`src/common/ara_settings.svh`:
```
`ifndef ARA_SETTINGS_SVH
`define ARA_SETTINGS_SVH

//////////////////////////////////////////////////
// Cluster topology
//////////////////////////////////////////////////

// Number of vector clusters, a power of two
`define ARA_NR_CLUSTERS 8
// Depth of the fork and join trees, log2 of the cluster count
`define ARA_TREE_LEVELS 3

//////////////////////////////////////////////////
// Host interface widths
//////////////////////////////////////////////////

`define ARA_INSN_WIDTH 32
`define ARA_DATA_WIDTH 32
`define ARA_TAG_WIDTH 4

`endif

```
`src/common/acc_pkg.sv`:
```
`default_nettype none

`include "ara_settings.svh"

// Types seen on the host side of the dispatcher
package acc_pkg;

  typedef logic [`ARA_INSN_WIDTH-1:0] insn_t;
  typedef logic [`ARA_DATA_WIDTH-1:0] elen_t;
  typedef logic [`ARA_TAG_WIDTH-1:0]  tag_t;

  // Request from the host core to every cluster
  typedef struct packed {
    insn_t insn;
    elen_t operand;
    tag_t  tag;
  } acc_req_t;

  // Reduced response back to the host
  typedef struct packed {
    elen_t result;
    logic  error;
    tag_t  tag;
  } acc_resp_t;

endpackage : acc_pkg

`default_nettype wire

```
`src/common/cluster_pkg.sv`:
```
`default_nettype none

`include "ara_settings.svh"

// Types for the cluster side, one lane per cluster
package cluster_pkg;

  import acc_pkg::*;

  // One bit per cluster
  typedef logic [`ARA_NR_CLUSTERS-1:0] cluster_mask_t;

  // Request and response bundles indexed by cluster
  typedef acc_req_t  [`ARA_NR_CLUSTERS-1:0] cluster_req_vec_t;
  typedef acc_resp_t [`ARA_NR_CLUSTERS-1:0] cluster_resp_vec_t;

endpackage : cluster_pkg

`default_nettype wire

```
`src/fork_tree/req_fork_node.sv`:
```
`timescale 1ns/100ps
`default_nettype none

// Registered two-way stream fork
// Holds one request and presents it to each child until that child takes it
module req_fork_node (
  input  wire logic                clk_i,
  input  wire logic                rst_n_i,
  // Upstream side
  input  wire acc_pkg::acc_req_t   req_i,
  input  wire logic                req_valid_i,
  output logic                     req_ready_o,
  // Two children
  output acc_pkg::acc_req_t [1:0]  req_o,
  output logic [1:0]               req_valid_o,
  input  wire logic [1:0]          req_ready_i
);

  import acc_pkg::*;

  acc_req_t   req_q;
  logic [1:0] pending_q;
  logic [1:0] pending_left;
  logic       accept;

  //////////////////////////////////////////////////
  // Handshake
  //////////////////////////////////////////////////

  // Children that still owe a handshake after this cycle
  assign pending_left = pending_q & ~req_ready_i;

  // Free when nothing stays pending, so back-to-back requests flow
  assign req_ready_o = ~|pending_left;
  assign accept      = req_valid_i & req_ready_o;

  // Each child sees the request only while its bit is set
  assign req_valid_o = pending_q;
  assign req_o       = {2{req_q}};

  //////////////////////////////////////////////////
  // State
  //////////////////////////////////////////////////

  always_ff @(posedge clk_i) begin
    if (!rst_n_i) begin
      pending_q <= 2'b00;
    end else if (accept) begin
      pending_q <= 2'b11;
    end else begin
      pending_q <= pending_left;
    end
  end

  // Payload register
  always_ff @(posedge clk_i) begin
    if (accept) begin
      req_q <= req_i;
    end
  end

endmodule : req_fork_node

`default_nettype wire

```
`src/fork_tree/req_fork_tree.sv`:
```
`timescale 1ns/100ps
`default_nettype none

`include "ara_settings.svh"

// Binary broadcast tree from the host port to every cluster
module req_fork_tree (
  input  wire logic                           clk_i,
  input  wire logic                           rst_n_i,
  // Host request
  input  wire acc_pkg::acc_req_t              acc_req_i,
  input  wire logic                           acc_req_valid_i,
  output logic                                acc_req_ready_o,
  // Cluster requests
  output cluster_pkg::cluster_req_vec_t       cluster_req_o,
  output cluster_pkg::cluster_mask_t          cluster_req_valid_o,
  input  wire cluster_pkg::cluster_mask_t     cluster_req_ready_i
);

  import cluster_pkg::*;

  // Level 0 is the host port, the last level the cluster ports
  // Level l uses only its first 2^l entries
  wire cluster_req_vec_t [`ARA_TREE_LEVELS:0] lvl_req;
  wire cluster_mask_t    [`ARA_TREE_LEVELS:0] lvl_valid;
  wire cluster_mask_t    [`ARA_TREE_LEVELS:0] lvl_ready;

  assign lvl_req[0][0]   = acc_req_i;
  assign lvl_valid[0][0] = acc_req_valid_i;
  assign acc_req_ready_o = lvl_ready[0][0];

  assign cluster_req_o                = lvl_req[`ARA_TREE_LEVELS];
  assign cluster_req_valid_o          = lvl_valid[`ARA_TREE_LEVELS];
  assign lvl_ready[`ARA_TREE_LEVELS]  = cluster_req_ready_i;

  //////////////////////////////////////////////////
  // Fork levels
  //////////////////////////////////////////////////

  for (genvar l = 0; l < `ARA_TREE_LEVELS; l++) begin : gen_level
    for (genvar n = 0; n < (1 << l); n++) begin : gen_node
      req_fork_node i_req_fork_node (
        .clk_i       (clk_i                    ),
        .rst_n_i     (rst_n_i                  ),
        .req_i       (lvl_req[l][n]            ),
        .req_valid_i (lvl_valid[l][n]          ),
        .req_ready_o (lvl_ready[l][n]          ),
        .req_o       (lvl_req[l+1][2*n +: 2]   ),
        .req_valid_o (lvl_valid[l+1][2*n +: 2] ),
        .req_ready_i (lvl_ready[l+1][2*n +: 2] )
      );
    end
  end

  // Unused upper entries of the narrow levels
  for (genvar l = 0; l < `ARA_TREE_LEVELS; l++) begin : gen_unused
    assign lvl_req[l][`ARA_NR_CLUSTERS-1:(1 << l)]   = '0;
    assign lvl_valid[l][`ARA_NR_CLUSTERS-1:(1 << l)] = '0;
    assign lvl_ready[l][`ARA_NR_CLUSTERS-1:(1 << l)] = '0;
  end

endmodule : req_fork_tree

`default_nettype wire

```
`src/join_tree/resp_join_node.sv`:
```
`timescale 1ns/100ps
`default_nettype none

// Registered two-way response join
// Waits for both children and reduces them into one response
module resp_join_node (
  input  wire logic                  clk_i,
  input  wire logic                  rst_n_i,
  // Two children
  input  wire acc_pkg::acc_resp_t [1:0] resp_i,
  input  wire logic [1:0]            resp_valid_i,
  output logic [1:0]                 resp_ready_o,
  // Toward the host
  output acc_pkg::acc_resp_t         resp_o,
  output logic                       resp_valid_o,
  input  wire logic                  resp_ready_i
);

  import acc_pkg::*;

  acc_resp_t resp_d;
  acc_resp_t resp_q;
  logic      valid_q;
  logic      out_free;
  logic      take;

  //////////////////////////////////////////////////
  // Handshake
  //////////////////////////////////////////////////

  // Output register empty or being drained this cycle
  assign out_free = ~valid_q | resp_ready_i;
  assign take     = &resp_valid_i & out_free;

  // Both children are released at the same edge
  assign resp_ready_o = {2{take}};

  assign resp_o       = resp_q;
  assign resp_valid_o = valid_q;

  //////////////////////////////////////////////////
  // Reduction
  //////////////////////////////////////////////////

  always_comb begin
    resp_d.result = resp_i[0].result + resp_i[1].result;
    // Tag mismatch means the children answered different requests
    resp_d.error  = resp_i[0].error | resp_i[1].error | (resp_i[0].tag != resp_i[1].tag);
    resp_d.tag    = resp_i[0].tag;
  end

  always_ff @(posedge clk_i) begin
    if (!rst_n_i) begin
      valid_q <= 1'b0;
    end else if (take) begin
      valid_q <= 1'b1;
    end else if (resp_ready_i) begin
      valid_q <= 1'b0;
    end
  end

  // Payload register
  always_ff @(posedge clk_i) begin
    if (take) begin
      resp_q <= resp_d;
    end
  end

endmodule : resp_join_node

`default_nettype wire

```
`src/join_tree/resp_join_tree.sv`:
```
`timescale 1ns/100ps
`default_nettype none

`include "ara_settings.svh"

// Binary reduction tree from the cluster responses to the host port
module resp_join_tree (
  input  wire logic                           clk_i,
  input  wire logic                           rst_n_i,
  // Cluster responses
  input  wire cluster_pkg::cluster_resp_vec_t cluster_resp_i,
  input  wire cluster_pkg::cluster_mask_t     cluster_resp_valid_i,
  output cluster_pkg::cluster_mask_t          cluster_resp_ready_o,
  // Host response
  output acc_pkg::acc_resp_t                  acc_resp_o,
  output logic                                acc_resp_valid_o,
  input  wire logic                           acc_resp_ready_i
);

  import cluster_pkg::*;

  // Same level numbering as the fork tree, data flows toward level 0
  wire cluster_resp_vec_t [`ARA_TREE_LEVELS:0] lvl_resp;
  wire cluster_mask_t     [`ARA_TREE_LEVELS:0] lvl_valid;
  wire cluster_mask_t     [`ARA_TREE_LEVELS:0] lvl_ready;

  assign lvl_resp[`ARA_TREE_LEVELS]  = cluster_resp_i;
  assign lvl_valid[`ARA_TREE_LEVELS] = cluster_resp_valid_i;
  assign cluster_resp_ready_o        = lvl_ready[`ARA_TREE_LEVELS];

  assign acc_resp_o       = lvl_resp[0][0];
  assign acc_resp_valid_o = lvl_valid[0][0];
  assign lvl_ready[0][0]  = acc_resp_ready_i;

  //////////////////////////////////////////////////
  // Join levels
  //////////////////////////////////////////////////

  for (genvar l = 0; l < `ARA_TREE_LEVELS; l++) begin : gen_level
    for (genvar n = 0; n < (1 << l); n++) begin : gen_node
      resp_join_node i_resp_join_node (
        .clk_i        (clk_i                    ),
        .rst_n_i      (rst_n_i                  ),
        .resp_i       (lvl_resp[l+1][2*n +: 2]  ),
        .resp_valid_i (lvl_valid[l+1][2*n +: 2] ),
        .resp_ready_o (lvl_ready[l+1][2*n +: 2] ),
        .resp_o       (lvl_resp[l][n]           ),
        .resp_valid_o (lvl_valid[l][n]          ),
        .resp_ready_i (lvl_ready[l][n]          )
      );
    end
  end

  // Unused upper entries of the narrow levels
  for (genvar l = 0; l < `ARA_TREE_LEVELS; l++) begin : gen_unused
    assign lvl_resp[l][`ARA_NR_CLUSTERS-1:(1 << l)]  = '0;
    assign lvl_valid[l][`ARA_NR_CLUSTERS-1:(1 << l)] = '0;
    assign lvl_ready[l][`ARA_NR_CLUSTERS-1:(1 << l)] = '0;
  end

endmodule : resp_join_tree

`default_nettype wire

```
`src/cluster_dispatch.sv`:
```
`timescale 1ns/100ps
`default_nettype none

// Command distribution between the host core and the vector clusters
// Requests are broadcast through the fork tree, responses reduced by the join tree
module cluster_dispatch (
  input  wire logic                           clk_i,
  input  wire logic                           rst_n_i,
  // Host request
  input  wire acc_pkg::acc_req_t              acc_req_i,
  input  wire logic                           acc_req_valid_i,
  output logic                                acc_req_ready_o,
  // Host response
  output acc_pkg::acc_resp_t                  acc_resp_o,
  output logic                                acc_resp_valid_o,
  input  wire logic                           acc_resp_ready_i,
  // Cluster requests
  output cluster_pkg::cluster_req_vec_t       cluster_req_o,
  output cluster_pkg::cluster_mask_t          cluster_req_valid_o,
  input  wire cluster_pkg::cluster_mask_t     cluster_req_ready_i,
  // Cluster responses
  input  wire cluster_pkg::cluster_resp_vec_t cluster_resp_i,
  input  wire cluster_pkg::cluster_mask_t     cluster_resp_valid_i,
  output cluster_pkg::cluster_mask_t          cluster_resp_ready_o
);

  //////////////////////////////////////////////////
  // Request broadcast
  //////////////////////////////////////////////////

  req_fork_tree i_req_fork_tree (
    .clk_i               (clk_i               ),
    .rst_n_i             (rst_n_i             ),
    .acc_req_i           (acc_req_i           ),
    .acc_req_valid_i     (acc_req_valid_i     ),
    .acc_req_ready_o     (acc_req_ready_o     ),
    .cluster_req_o       (cluster_req_o       ),
    .cluster_req_valid_o (cluster_req_valid_o ),
    .cluster_req_ready_i (cluster_req_ready_i )
  );

  //////////////////////////////////////////////////
  // Response reduction
  //////////////////////////////////////////////////

  resp_join_tree i_resp_join_tree (
    .clk_i                (clk_i                ),
    .rst_n_i              (rst_n_i              ),
    .cluster_resp_i       (cluster_resp_i       ),
    .cluster_resp_valid_i (cluster_resp_valid_i ),
    .cluster_resp_ready_o (cluster_resp_ready_o ),
    .acc_resp_o           (acc_resp_o           ),
    .acc_resp_valid_o     (acc_resp_valid_o     ),
    .acc_resp_ready_i     (acc_resp_ready_i     )
  );

endmodule : cluster_dispatch

`default_nettype wire

```
`config.mk`:
```
export PLATFORM = sky130hd
export DESIGN_NAME = cluster_dispatch
export DESIGN_NICKNAME = d
export VERILOG_FILES = /design/src/common/acc_pkg.sv /design/src/common/cluster_pkg.sv /design/src/fork_tree/req_fork_node.sv /design/src/fork_tree/req_fork_tree.sv /design/src/join_tree/resp_join_node.sv /design/src/join_tree/resp_join_tree.sv /design/src/cluster_dispatch.sv
export VERILOG_INCLUDE_DIRS = /design/src /design/src/common
export SDC_FILE = /design/constraint.sdc
export NUM_CORES = 1
export LEC_CHECK = 0
export BUFFER_PORTS_ARGS = -buffer_cell sky130_fd_sc_hd__buf_2
export CAP_MARGIN = 25
export CORE_AREA = 2 2 385 387
export CTS_BUF_LIST = sky130_fd_sc_hd__clkbuf_4
export CTS_CLUSTER_DIAMETER = 60
export DETAILED_ROUTE_END_ITERATION = 16
export DIE_AREA = 0 0 387 389
export GPL_TIMING_DRIVEN = 0
export PLACE_DENSITY_LB_ADDON = 0.1
export SLEW_MARGIN = 20
export SYNTH_ARGS = -nofsm -noshare
export SYNTH_HDL_FRONTEND = slang
export SYNTH_SLANG_ARGS = --single-unit
```
`constraint.sdc`:
```
create_clock -name clk_i -period 8.9 [get_ports clk_i]
set_input_delay 0 -clock clk_i [delete_from_list [all_inputs] [get_ports clk_i]]
set_output_delay 0 -clock clk_i [all_outputs]
set_load 0.05 [all_outputs]
```
## Word-level counts from Yosys, hierarchy flattened

Index checks and enable logic that the tools add are counted.

- Input port bits: 384
- Output and inout bits: 599
- Register bits: 756
- Logic and storage cells: 172

- Bitwise operators: 56
- Equal/unequal tests: 7
- $add $sub $neg: 7
- Mux-type cells: 18
- Reduce and logical (&&, ||, !) cells: 28

Operator list:

| operator | number |
|---|---|
| $add A32 B32 Y32 | 7 |
| $ne A4 B4 Y1 | 7 |
| $or A1 B1 Y1 | 21 |
| $and A1 B1 Y1 | 14 |
| $and A2 B2 Y2 | 7 |
| $mux W2 | 7 |
| $not A2 Y2 | 7 |
| $reduce_and A2 Y1 | 7 |
| $reduce_bool A2 Y1 | 7 |
| $reduce_or A2 Y1 | 7 |
| $mux W1 | 11 |
| $logic_not A1 Y1 | 7 |
| $not A1 Y1 | 7 |

## Longest topological paths before layout

- Depth in word-level cells: 14
- Gate-level depth with buffers: 11
- Depth with buffers taken out: 11

## Cells and area by module

A second synthesis with hierarchy kept.

- Cells, all modules: 2979
- Area, all modules: 38858.5 um^2

Modules (own cells, without submodules):

| module | cells an instance | sequential area each (um^2) | instances | area each (um^2) |
|---|---|---|---|---|
| req_fork_node | 145 | 2082.0 | 7 | 2652.5 |
| resp_join_node at i_resp_join_tree.gen_level[0].gen_node[0].i_resp_join_node ... | 294 | 1131.1 | 3 | 2967.8 |
| resp_join_node at i_resp_join_tree.gen_level[2].gen_node[0].i_resp_join_node ... | 256 | 1131.1 | 2 | 2722.6 |
| resp_join_node at i_resp_join_tree.gen_level[2].gen_node[3].i_resp_join_node | 287 | 1131.1 | 1 | 3001.6 |
| resp_join_node at i_resp_join_tree.gen_level[2].gen_node[2].i_resp_join_node | 283 | 1131.1 | 1 | 2940.3 |

## Worst setup path after synthesis

Ideal clock, no wire load.

- Kind: register to register
- From: register i_req_fork_tree.gen_level[2].gen_node[2].i_req_fork_node.pending_q[0]
- To: register i_req_fork_tree.gen_level[1].gen_node[1].i_req_fork_node.req_q (netlist bit i_req_fork_tree.gen_level[1].gen_node[1].i_req_fork_node.req_o[0]) (enable)
- Buffers on the path: 0
- Setup slack: 4.226 ns
- Period minus slack after synthesis: 4.674 ns
- Library setup time: 0.517 ns
- Data required time: 8.383 ns
- Arrival time: 4.158 ns
- Stages on the path, launching flop included: 6
- Path through: dfxtp_1 nand2b_1 nand2_1 nand2_1 nand2_1 a21oi_1

- Cells in the longest elaborated chain, start to end: 8

RTL lines:

| what | RTL line | text |
|---|---|---|
| from (decl) | req_fork_node.sv:22 | `logic [1:0] pending_q;` |
| from (signal assigned) | req_fork_node.sv:51 | `pending_q <= pending_left;` |
| $and A2 B2 Y2 | req_fork_node.sv:31 | `assign pending_left = pending_q & ~req_ready_i;` |
| $reduce_or A2 Y1 | req_fork_node.sv:34 | `assign req_ready_o = ~\|pending_left;` |
| $logic_not A1 Y1 | req_fork_node.sv:34 |  |
| $not A2 Y2 | req_fork_node.sv:31 |  |
| $and A2 B2 Y2 | req_fork_node.sv:31 |  |
| $reduce_or A2 Y1 | req_fork_node.sv:34 |  |
| $logic_not A1 Y1 | req_fork_node.sv:34 |  |
| $and A1 B1 Y1 | req_fork_node.sv:35 | `assign accept = req_valid_i & req_ready_o;` |
| named net i_req_fork_tree.gen_level[1].gen_node[1].i_req_fork_node.accept | req_fork_node.sv:24 | `logic accept;` |
| to (signal assigned) | req_fork_node.sv:58 | `req_q <= req_i;` |
| to (decl) | req_fork_node.sv:21 | `acc_req_t req_q;` |

The timed path passes the listed nets, and every way through them passes these cells.
A chain may end at the register's enable or synchronous reset.

==> summary.txt <==
Run status -> finished clean
Leak pwr -> 0.0234 uW
Final setup viols -> 0
Yosys reg bits -> 756
Seq/Total Area, Yosys -> 62.8%
Die X-Extent -> 387 um
Vias in the first global route -> 30278
Multiplexer share of the synthesized area -> 0.0559%
Reg clk slew, reported paths -> 0.06 ns
Initial Util -> 24.4%
Cell count after synthesis -> 2609
Clock sinks -> 756
H-tree depth -> 4
Measured slew at the worst slew-check pin -> 0.754 ns
Setup bufs post-CTS -> 0
Drt wl/cell -> 19.4 um
Non-Filler Instances -> 6872
Initial antenna violation count -> 7
Final Max Slew Viols -> 0
Total wire length -> 133000 um
Library cells used by synthesis -> 82
Port-buffer cells -> 982
Final Hold Viols -> 0
Clk network pwr share -> 33.2%
Post-Syn Area -> 0.0358 mm^2
Die Area -> 0.151 mm^2
XOR/XNOR Fraction of Synth Area -> 5.16%
Detailed placer's ending HPWL -> 102000 um
CTS root buffer -> clkbuf_4
Row cnt -> 141
CTS buffer count -> 209
Critical Path RT -> 9.75 ns
All-layer global routing usage -> 17.3%
Vias per Instance -> 4.20
Vias -> 28870
Max Cap Viol -> 0
Die height -> 389 um
CTS tree -> done
Post-Synth Simple-Gate Area -> 5.58%
Layout cells sized above 1 -> 33.3%
Most used DFF post-synth -> edfxtp_1
Cell with the most instances after synthesis -> edfxtp_1
Switching power -> 2700 uW
Crit path largest cell delay -> 0.62 ns
Combinational family with the most area after synthesis -> compound AO/OA/AOI/OAI gates
Congestion Overflow GR -> 0
Filler cells -> 14519
Worst Hold Class -> in -> reg
CP Data Arrival Time -> 5.50 ns
RSZ-0062 raised after global routing -> no
Top cell type's share of synthesized area -> 61.7%
Largest net degree at the start of global routing -> 55
WS Path Type -> in -> reg
Total Nets Final -> 5388
Dominant cells by area after synthesis -> edfxtp_1, ha_1, buf_4
Longest Clk Path Bufs -> 3
Slowest CP cell -> dlygate4sd3_1
First-pass GRT wire length -> 193000 um
Post-synth EDFFs -> 735
CP Cell Sequence -> dlygate4sd3_1 -> buf_2 -> dlygate4sd3_1 -> ha_1 -> dlygate4sd3_1 -> a21oi_1 -> a2bb2oi_1 -> a211oi_1 -> o31ai_1 -> a21oi_1 -> o311ai_1 -> o31ai_1 -> dlygate4sd3_1 -> xor2_1 -> dlygate4sd3_1
Async set-reset flop share out of synthesis -> 0%
DRC -> 0
Fmax -> 215 MHz
Final period util -> 52.3%
Pwr/cell area -> 169 mW/mm^2
Warnings, synthesis -> 0
Synth Area in Compound Gates -> 11.6%
Cts repair resizes -> 0
Peak supply drop -> 0.0000997 V
Finished Cell Area -> 0.0561 mm^2
Cell taking the most area after synthesis -> edfxtp_1
Comb power frac -> 22.2%
Seq pwr share -> 44.6%
Final Critical Period -> 4.65 ns
Syn_area_per_cell -> 13.7 um^2
Int Pwr -> 6760 uW
Startpoint Class -> input pin
I/O Pins -> 983
Max Fanout on Critical Path -> 4
DRT Pass-1 Iters -> 5
Worst Setup End Kind -> flop
Syn nets -> 3217
Area Overhead vs Synth -> 56.7%
Final ANT Viol Nets -> 0
Placed cell count -> 5545
Synth cell count leaders -> edfxtp_1, buf_4, ha_1
DRT iter0 DRCs -> 1456
Worst-skew pair later-pin latency -> 1.15 ns
Worst Clk Skew -> 0.0765 ns
CTS Hold Buffers Added -> 954
Net Sw Frac -> 28.5%
Routability cong. -> 0.800
Floorplan Core Area -> 0.147 mm^2
Synth Area in Adders -> 7.98%
Post-DP Area -> 0.0439 mm^2
Max-slew headroom -> 49.4%
Setup TNS -> 0 ns
Cell mode on critical path -> dlygate4sd3_1
## metal layers
metal	vias to the layer above	share of wire [%]	track usage [%]
met4	4	2.1	5.28
li1	14122	-	-
met2	832	52	31.9
met3	157	5.8	4.75
met5	-	0.020	0
met1	13755	40	19.2
## final cells by class
| type | instances | area, um^2 | area share [%] |
|---|---|---|---|
| inverters | 68 | 280 | 0.500 |
| plain buffers | 303 | 2190 | 3.90 |
| clock inverters | 63 | 375 | 0.669 |
| diodes | 6 | 15.0 | 0.0268 |
| clock buffers | 304 | 2280 | 4.07 |
| repair buffers | 1960 | 15100 | 26.9 |
| multi-input cells | 1482 | 10900 | 19.5 |
| flip-flops and latches | 756 | 22500 | 40.1 |
| well taps | 1930 | 2410 | 4.31 |
## cells in the final DEF (no fill, tap or decap), drive strengths merged, types with 14 or more instances in the layout
cell type / netlist / layout
o21ai: 89 / 89
nand2b: 24 / 24
dfxtp: 21 / 21
o21bai: 26 / 26
nand2: 124 / 124
edfxtp: 735 / 735
a31oi: 26 / 26
clkinv: 0 / 55
a21oi: 186 / 186
o211ai: 22 / 22
a21o: 101 / 101
nand4: 18 / 18
nand3: 55 / 55
and3: 25 / 25
nor2b: 14 / 14
a21boi: 28 / 28
o21a: 35 / 35
nor2: 101 / 101
dlygate4sd3: 0 / 954
ha: 217 / 217
nor3: 27 / 27
xnor2: 145 / 145
inv: 68 / 73
buf: 281 / 1287
a211oi: 24 / 24
xor2: 66 / 66
clkbuf: 22 / 326
## worst max-delay path: cells and delay by family
kind,cells,cell delay [ns]
buf+inv,6,2.96
compound gates,7,2.13
fa+ha+maj,1,0.27
xor+xnor,1,0.14
## power groups by stage
| stage | registers, uW | clock network [uW] | logic, uW |
|---|---|---|---|
| 2_1_floorplan | 4400 | 0 | 935 |
| 3_3_place_gp | 4320 | 0 | 1570 |
| 3_5_place_dp | 4300 | 0 | 1600 |
| 4_1_cts | 4230 | 3310 | 2120 |
| 5_1_grt | 4240 | 3480 | 2280 |
| 6_report | 4220 | 3140 | 2100 |
## per-stage QoR
step	util [%]	hold slack, ns	total power, uW	worst slack [ns]
5_1_grt	38.2	0.0697	10000	4.07
3_3_place_gp	29.4	0.179	5890	0.557
3_5_place_dp	29.9	0.179	5910	5.31
4_1_cts	38.2	0.000882	9650	4.57
6_report	38.3	0.202	9460	4.25
2_1_floorplan	-	0.0989	5340	4.23
## kinds of logic (layout without fill, tap and decap cells)
logic type	Yosys count	count (layout)
buffers and inverters	371	2698
DFF	756	756
muxes	2	2
AOI/OAI and AO/OA	625	625
other	0	6
and+or+nand+nor	420	420
xor gates and xnor gates	211	211
adders and majority gates	224	224
## state kept, by name, indices dropped and copies added (netlist names), named ones only
signal	cells
i_req_fork_tree.gen_level.gen_node.i_req_fork_node.req_o	476
i_resp_join_tree.gen_level.gen_node.i_resp_join_node.resp_o	259
## worst paths after layout
kind,startpoint,end,slack (ns),depth (start not counted)
setup / recovery,cluster_resp_i[120],flop,4.25,15
setup reg to reg,flop,flop,5.34,11
hold / removal,cluster_resp_i[93],flop,0.20,6
hold reg to reg,flop,flop,0.40,0
No activity file was read; power rests on OpenSTA's default activity.
